==> src/hdl/execPkg.sv <==
package execPkg;

	// Sizes of the datapath and the instruction word
	localparam int dataWidth = 16;
	localparam int regCount = 8;
	localparam int regAddrWidth = 3;
	localparam int instrWidth = 20;
	localparam int immWidth = 6;

	// Unused tail of the register form
	localparam int regPadWidth = instrWidth - 8 - 3 * regAddrWidth;

	// Function codes of the 181-style unit and the shifter
	// Bit 0 picks the shift direction inside the shift pair
	typedef enum logic [4:0] {
		funcA = 5'd0,
		funcB = 5'd1,
		funcSub = 5'd2,
		funcAdd = 5'd3,
		funcAMinusOne = 5'd4,
		funcZero = 5'd5,
		funcNot = 5'd6,
		funcXor = 5'd7,
		funcAnd = 5'd8,
		funcOr = 5'd9,
		funcShiftRight = 5'd10,
		funcShiftLeft = 5'd11
	} aluFunc_t;

	// Register form, operand B from the register file
	typedef struct packed {
		logic isImm;
		aluFunc_t func;
		logic carrySel;
		logic instrCin;
		logic [regAddrWidth-1:0] dst;
		logic [regAddrWidth-1:0] srcA;
		logic [regAddrWidth-1:0] srcB;
		logic [regPadWidth-1:0] pad;
	} regInstr_t;

	// Immediate form, operand B is the zero-extended imm
	typedef struct packed {
		logic isImm;
		aluFunc_t func;
		logic carrySel;
		logic instrCin;
		logic [regAddrWidth-1:0] dst;
		logic [regAddrWidth-1:0] srcA;
		logic [immWidth-1:0] imm;
	} immInstr_t;

	typedef union packed {
		regInstr_t regForm;
		immInstr_t immForm;
	} instrWord_t;

	// Decoded operation between stage 1 and stage 2
	typedef struct packed {
		aluFunc_t func;
		logic carrySel;
		logic instrCin;
		logic [regAddrWidth-1:0] dst;
		logic [dataWidth-1:0] a;
		logic [dataWidth-1:0] b;
		logic valid;
	} aluOp_t;

	typedef struct packed {
		logic [dataWidth-1:0] result;
		logic carry;
		logic zero;
	} aluResult_t;

	typedef struct packed {
		logic en;
		logic [regAddrWidth-1:0] dst;
		logic [dataWidth-1:0] data;
	} wbPort_t;

endpackage
==> src/hdl/execCore.sv <==
`timescale 1ns/1ps

module execCore (
	input logic clk,
	input logic rstN,
	input logic instrValid,
	input execPkg::instrWord_t instr,
	output execPkg::wbPort_t wb,
	output logic carryFlag,
	output logic zeroFlag,
	output logic illegalOp
);
	import execPkg::*;

	logic [regAddrWidth-1:0] rdAddrA;
	logic [regAddrWidth-1:0] rdAddrB;
	logic [dataWidth-1:0] rdDataA;
	logic [dataWidth-1:0] rdDataB;
	aluOp_t op;
	aluResult_t res;

	execControl control (
		.clk(clk),
		.rstN(rstN),
		.instrValid(instrValid),
		.instr(instr),
		.rdAddrA(rdAddrA),
		.rdAddrB(rdAddrB),
		.rdDataA(rdDataA),
		.rdDataB(rdDataB),
		.op(op),
		.res(res),
		.wb(wb),
		.illegalOp(illegalOp)
	);

	regFile regs (
		.clk(clk),
		.rstN(rstN),
		.rdAddrA(rdAddrA),
		.rdAddrB(rdAddrB),
		.rdDataA(rdDataA),
		.rdDataB(rdDataB),
		.wr(wb)
	);

	// The stored carry feeds the unit directly
	alu unit (
		.op(op),
		.carryIn(carryFlag),
		.res(res)
	);

	// op.valid is the stage-2 write enable before it is registered
	flagUnit flags (
		.clk(clk),
		.rstN(rstN),
		.update(op.valid),
		.res(res),
		.carryFlag(carryFlag),
		.zeroFlag(zeroFlag)
	);

endmodule

==> src/hdl/execControl.sv <==
`timescale 1ns/1ps

module execControl (
	input logic clk,
	input logic rstN,
	input logic instrValid,
	input execPkg::instrWord_t instr,
	output logic [2:0] rdAddrA,
	output logic [2:0] rdAddrB,
	input logic [15:0] rdDataA,
	input logic [15:0] rdDataB,
	output execPkg::aluOp_t op,
	input execPkg::aluResult_t res,
	output execPkg::wbPort_t wb,
	output logic illegalOp
);
	import execPkg::*;

	logic isImm;
	logic legal;
	logic [dataWidth-1:0] operandB;
	logic illegalPending;

	function automatic logic funcLegal(input aluFunc_t code);
		case (code)
			funcA, funcB, funcSub, funcAdd, funcAMinusOne, funcZero, funcNot,
			funcXor, funcAnd, funcOr, funcShiftRight, funcShiftLeft: return 1'b1;
			default: return 1'b0;
		endcase
	endfunction

	// Format bit sits in the same place in both forms
	assign isImm = instr.regForm.isImm;
	assign legal = funcLegal(instr.regForm.func);

	assign rdAddrA = instr.regForm.srcA;
	assign rdAddrB = instr.regForm.srcB;

	// Immediate is zero extended
	assign operandB = isImm ?
		{{(dataWidth-immWidth){1'b0}}, instr.immForm.imm} : rdDataB;

	// Stage 1 registers the decoded op
	always_ff @(posedge clk or negedge rstN) begin
		if (!rstN) begin
			op <= '0;
			illegalPending <= 1'b0;
		end else begin
			op.func <= instr.regForm.func;
			op.carrySel <= instr.regForm.carrySel;
			op.instrCin <= instr.regForm.instrCin;
			op.dst <= instr.regForm.dst;
			op.a <= rdDataA;
			op.b <= operandB;
			op.valid <= instrValid && legal;
			illegalPending <= instrValid && !legal;
		end
	end

	// Stage 2 registers the writeback and the illegal pulse
	always_ff @(posedge clk or negedge rstN) begin
		if (!rstN) begin
			wb <= '0;
			illegalOp <= 1'b0;
		end else begin
			wb.en <= op.valid;
			wb.dst <= op.dst;
			wb.data <= res.result;
			illegalOp <= illegalPending;
		end
	end

	wbNotIllegal: assert property (
		@(posedge clk) disable iff (!rstN)
		!(wb.en && illegalOp)
	) else $error("writeback and illegalOp high together");

	// A writeback comes two cycles after its strobe
	wbFollowsOp: assert property (
		@(posedge clk) disable iff (!rstN)
		wb.en |-> $past(instrValid, 2)
	) else $error("writeback without a strobe two cycles earlier");

endmodule

==> src/hdl/flagUnit.sv <==
`timescale 1ns/1ps

module flagUnit (
	input logic clk,
	input logic rstN,
	input logic update,
	input execPkg::aluResult_t res,
	output logic carryFlag,
	output logic zeroFlag
);
	import execPkg::*;

	// Logic ops already return the held carry, so one load covers all cases
	always_ff @(posedge clk or negedge rstN) begin
		if (!rstN) begin
			carryFlag <= 1'b0;
			zeroFlag <= 1'b0;
		end else if (update) begin
			carryFlag <= res.carry;
			zeroFlag <= res.zero;
		end
	end

endmodule

==> src/hdl/alu.sv <==
`timescale 1ns/1ps

module alu (
	input execPkg::aluOp_t op,
	input logic carryIn,
	output execPkg::aluResult_t res
);
	import execPkg::*;

	logic cin;
	logic [dataWidth:0] sumA;
	logic [dataWidth:0] sumAdd;
	logic [dataWidth:0] aDec;
	logic [dataWidth-1:0] yArith;
	logic [dataWidth-1:0] yShift;
	logic cArith;
	logic cShift;
	logic isShift;

	// Carry select picks the stored flag or the instruction's own bit
	assign cin = op.carrySel ? carryIn : op.instrCin;

	// 17-bit forms so the carry falls out of the top bit
	assign sumA = {1'b0, op.a} + {{dataWidth{1'b0}}, cin};
	assign sumAdd = {1'b0, op.a} + {1'b0, op.b} + {{dataWidth{1'b0}}, cin};
	assign aDec = {1'b0, op.a} - {{dataWidth{1'b0}}, 1'b1} + {{dataWidth{1'b0}}, cin};

	// Arithmetic and logic group
	always_comb begin
		yArith = '0;
		cArith = carryIn;
		case (op.func)
			funcA: begin
				yArith = sumA[dataWidth-1:0];
				cArith = sumA[dataWidth];
			end
			funcB: begin
				yArith = op.b;
			end
			funcSub: begin
				yArith = aDec[dataWidth-1:0] - op.b;
				// No borrow when a - 1 + cin is not below b
				cArith = $signed(aDec) >= $signed({1'b0, op.b});
			end
			funcAdd: begin
				yArith = sumAdd[dataWidth-1:0];
				cArith = sumAdd[dataWidth];
			end
			funcAMinusOne: begin
				yArith = aDec[dataWidth-1:0];
				cArith = !cin && (op.a != '0);
			end
			funcZero: begin
				yArith = '0;
			end
			funcNot: begin
				yArith = ~op.a;
			end
			funcXor: begin
				yArith = op.a ^ op.b;
			end
			funcAnd: begin
				yArith = op.a & op.b;
			end
			funcOr: begin
				yArith = op.a | op.b;
			end
			default: begin
				yArith = '0;
				cArith = carryIn;
			end
		endcase
	end

	// Shift group moves one place with zero fill
	always_comb begin
		if (op.func == funcShiftLeft) begin
			yShift = {op.a[dataWidth-2:0], 1'b0};
			cShift = op.a[dataWidth-1];
		end else begin
			yShift = {1'b0, op.a[dataWidth-1:1]};
			cShift = op.a[0];
		end
	end

	assign isShift = (op.func == funcShiftRight) || (op.func == funcShiftLeft);

	// Shifter or arithmetic result by function code
	assign res.result = isShift ? yShift : yArith;
	assign res.carry = isShift ? cShift : cArith;
	assign res.zero = (res.result == '0);

endmodule

==> src/hdl/regFile.sv <==
`timescale 1ns/1ps

module regFile (
	input logic clk,
	input logic rstN,
	input logic [2:0] rdAddrA,
	input logic [2:0] rdAddrB,
	output logic [15:0] rdDataA,
	output logic [15:0] rdDataB,
	input execPkg::wbPort_t wr
);
	import execPkg::*;

	logic [dataWidth-1:0] regs [regCount];
	logic hitA;
	logic hitB;

	always_ff @(posedge clk or negedge rstN) begin
		if (!rstN) begin
			for (int i = 0; i < regCount; i++) begin
				regs[i] <= '0;
			end
		end else if (wr.en) begin
			regs[wr.dst] <= wr.data;
		end
	end

	// Write-through so a read in the writeback cycle sees the new value
	assign hitA = wr.en && (wr.dst == rdAddrA);
	assign hitB = wr.en && (wr.dst == rdAddrB);

	assign rdDataA = hitA ? wr.data : regs[rdAddrA];
	assign rdDataB = hitB ? wr.data : regs[rdAddrB];

	// An enabled write must name a known register
	wrDstKnown: assert property (
		@(posedge clk) disable iff (!rstN)
		wr.en |-> !$isunknown(wr.dst)
	) else $error("regFile write with unknown destination");

endmodule

==> config.mk <==
export PLATFORM = sky130hd
export DESIGN_NAME = execCore
export DESIGN_NICKNAME = d
export VERILOG_FILES = /design/src/hdl/execPkg.sv /design/src/hdl/execCore.sv /design/src/hdl/execControl.sv /design/src/hdl/flagUnit.sv /design/src/hdl/alu.sv /design/src/hdl/regFile.sv
export SDC_FILE = /design/constraint.sdc
export NUM_CORES = 1
export LEC_CHECK = 0
export CELL_PAD_IN_SITES_DETAIL_PLACEMENT = 1
export CELL_PAD_IN_SITES_GLOBAL_PLACEMENT = 2
export CORE_UTILIZATION = 40
export CTS_CLUSTER_SIZE = 40
export DETAILED_ROUTE_END_ITERATION = 8
export DONT_BUFFER_PORTS = 1
export PLACE_DENSITY_LB_ADDON = 0.1
export SLEW_MARGIN = 40
export SYNTH_ARGS = -nofsm -noshare
export SYNTH_HDL_FRONTEND = slang
export SYNTH_SLANG_ARGS = --single-unit
==> constraint.sdc <==
create_clock -name clk -period 4.25 [get_ports clk]
set_input_delay 0.85 -clock clk [delete_from_list [all_inputs] [get_ports clk]]
set_output_delay 0.85 -clock clk [all_outputs]
set_load 0.02 [all_outputs]
==> reports/metrics.yaml <==
run_status:
  status: "finished clean"
cts:
  insertion_delay_ps: 440
  cts_max_level: 4
  clockBufferDepth: 2
  cts_sinks: 195
  clockRootBuffer: "clkbuf_16"
  cts_tree: "done"
  cts_made_buffers: 17
  clk_pin_slew_ps: 70
  ctsHoldBuffers: 0
placement:
  post-place-ws_ps: -166.1
  placed_area_um2: 13720
  gp_congestion: 0.9330
  port_buffers: 0
  dpl.hpwl_um: 30240
timing:
  finalCriticalPeriod_ps: 4183
  worst_pin_slew_ps: 818.1
  hold_violations: 0
  setup_ws_ps: 67.32
  fin_crit_sh_pct: 98.42
  slew_viol_final: 0
  setup_violations: 0
  tns_ps: 0
  clock_skew_ps: 11.29
  slew_headroom_pct: 45.30
  max_freq_mhz: 239.1
  grt_setup_unrepaired: "true"
global_routing:
  grtUsageTotal_pct: 27.32
  grt_pass1_vias: 10630
  busiest_layer: "met2"
  grt_util_met1_pct: 35.77
  gr-usage-met2_pct: 47.09
  met3_usage_pct: 3.003
  grt_overflow: 0
  grt_max_degree: 196
  antenna_found_initial: 1
  grt_pass1_wl_um: 66460
drt:
  drc: 0
  vias_per_cell: 6.092
  drtIter0Drc: 611
  wire_per_inst_um: 26.89
  final_antenna_net_count: 0
  wirelength_um: 43320
  dr.pass1.iters: 5
  vias: 9814
synthesis:
  synth_edf_count: 0
  ys_ff_latch: 195
  synthTopCellsByArea: "dfrtp_1 (38%), mux4_2 (11%), mux2_2 (11%)"
  synth_area_um2: 12790
  synth_top_cell_by_area: "dfrtp_1"
  synth_warnings: 0
  yosys-top-cells-count: "dfrtp_1 (195), mux2_2 (125), nor2_1 (70)"
  yosysSeqAreaShare_pct: 38.15
  syn_nets: 1238
  synthCells: 1160
  synthArstFlopShare_pct: 100.0
  yosysMostFrequentCell: "dfrtp_1"
  synth_top_cell_area_share_pct: 38.15
  syn_area_per_cell_um2: 11.03
  synth_flop_cell: "dfrtp_1"
  synth.distinct_cells: 77
setup_path:
  slowest_delay_ps: 560
  cp_cell_sequence: "mux2i_2 -> ha_2 -> ha_4 -> or3b_4 -> buf_4 -> xnor2_2 -> ha_4 -> xnor2_2 -> o221ai_1 -> or3_1 -> or4_4 -> or4_1 -> nor4_2 -> a32o_1"
  crit_path_max_fanout: 3
  crit_slowest_cell: "or4_4"
  arrival_ps: 4560
  crit_type: "reg -> reg"
  critPathBufInv: 1
  path_delay_family: "simple AND/OR/NAND/NOR gates"
  start_kind: "register"
  required_ps: 4620
  worstSetupEndpointType: "register"
power:
  p_per_area_nw_per_um2: 460.1
  clockPowerShare_pct: 23.8
  switching_share_pct: 36.27
  internal_power_mw: 4.239
  ir_worst_vdd_mv: 0.3252
  total_power_mw: 6.652
  combPwrFrac_pct: 39.2
  power.leakage_nw: 6.469
  seqPwrFrac_pct: 37.0
  switching_power_mw: 2.412
final_layout:
  nNetsFinal: 1274
  fin_util_pct: 45.94
  design_area_um2: 14460
  syn2layout_area_growth_pct: 13.03
  antenna_cells: 0
  drive_above_1_share_pct: 31.02
floorplan:
  die_y_um: 180.8
  rows: 65
  start_util_pct: 40.64
  ios: 46
  fp.coreArea_um2: 31470
  die_area_um2: 32700
  die_w_um: 180.8
min_path:
  hp-class: "in -> async"
flow_run:
  maxCapViolations: 0
## placed cells by master (no fill, tap or decap), drive strengths merged, types with 10 or more instances in the layout
| master | synthesis | layout |
|---|---|---|
| nor2 | 70 | 70 |
| inv | 51 | 58 |
| nand4 | 14 | 14 |
| nor2b | 11 | 11 |
| a211oi | 17 | 17 |
| xor2 | 13 | 13 |
| mux2i | 38 | 38 |
| nor3 | 19 | 19 |
| o211ai | 11 | 11 |
| nor4 | 18 | 18 |
| mux4 | 64 | 64 |
| dfrtp | 195 | 195 |
| ha | 52 | 52 |
| or3 | 10 | 10 |
| clkbuf | 58 | 18 |
| buf | 33 | 108 |
| nand2 | 55 | 55 |
| nand3 | 27 | 27 |
| o21ai | 45 | 45 |
| xnor2 | 35 | 35 |
| a21o | 10 | 10 |
| a21oi | 49 | 49 |
| mux2 | 126 | 126 |
## sequential cells by signal (all words and copies together), names as in the netlist
| register | flops |
|---|---|
| regs.regs | 128 |
| control.op | 43 |
| control.wb | 20 |
| control.illegalOp | 1 |
| control.illegalPending | 1 |
| flags.carryFlag | 1 |
| flags.zeroFlag | 1 |
## per-stage QoR
step	std cells	hold slack (ps)
after CTS	1609	80.12
after floorplan	1160	331.2
after detailed placement	1577	338.0
after global routing	1611	78.56
after global placement	1577	332.0
final	1611	102.6
## path summary, 6_finish.rpt
check	startpoint	end	slack, ps	depth (start not counted)
max	control.op[37]	flags.zeroFlag	70	14
min	rstN	regs.regs[16]	100	0
max reg2reg	control.op[37]	flags.zeroFlag	70	14
min reg2reg	control.op[33]	control.wb[16]	350	0
max in group asynchronous	rstN	regs.regs[58]	3820	0
min in group clk	control.op[33]	control.wb[16]	350	0
## power by group through the flow
stage	Combinational, mW	Clock (mW)	Sequential (mW)
2_1_floorplan	1.70	0	2.32
3_3_place_gp	2.42	0	2.48
3_5_place_dp	2.43	0	2.49
4_1_cts	2.49	1.63	2.46
5_1_grt	2.82	1.70	2.51
6_report	2.61	1.58	2.46
## cell families after synthesis
kind of cell	share of synthesized area, %
compound gates	11.97
xor+xnor	3.287
fa+ha+maj	5.556
buf+inv	4.705
flops	38.15
mux	25.36
simple gates	10.97
## routing by layer
layer / part of all wire, % / routed length (um)
met3: 2.7 / 1177
met5: 0 / 0
met4: 2.9 / 1241
met2: 49 / 21430
met1: 45 / 19470
## what timing repair did
item                                    4_1_cts  5_1_grt
pin swaps                                     3        9
endpoints found under the setup margin        2        4
resized for setup                            10       19
setup buffers                                 0        3
endpoints found under the hold margin         0        0
cloned                                        0        0
## final cells by class
cell class	count	area [um2]
Fill cell	3370	17020
Multi-Input combinational cell	822	7498
Sequential cell	195	4880
Timing Repair Buffer	108	810.8
Tap cell	402	503.0
Clock buffer	18	429.2
Inverter	52	195.2
Clock inverter	14	141.4
Note: power is estimated with default switching activity, not from simulation.
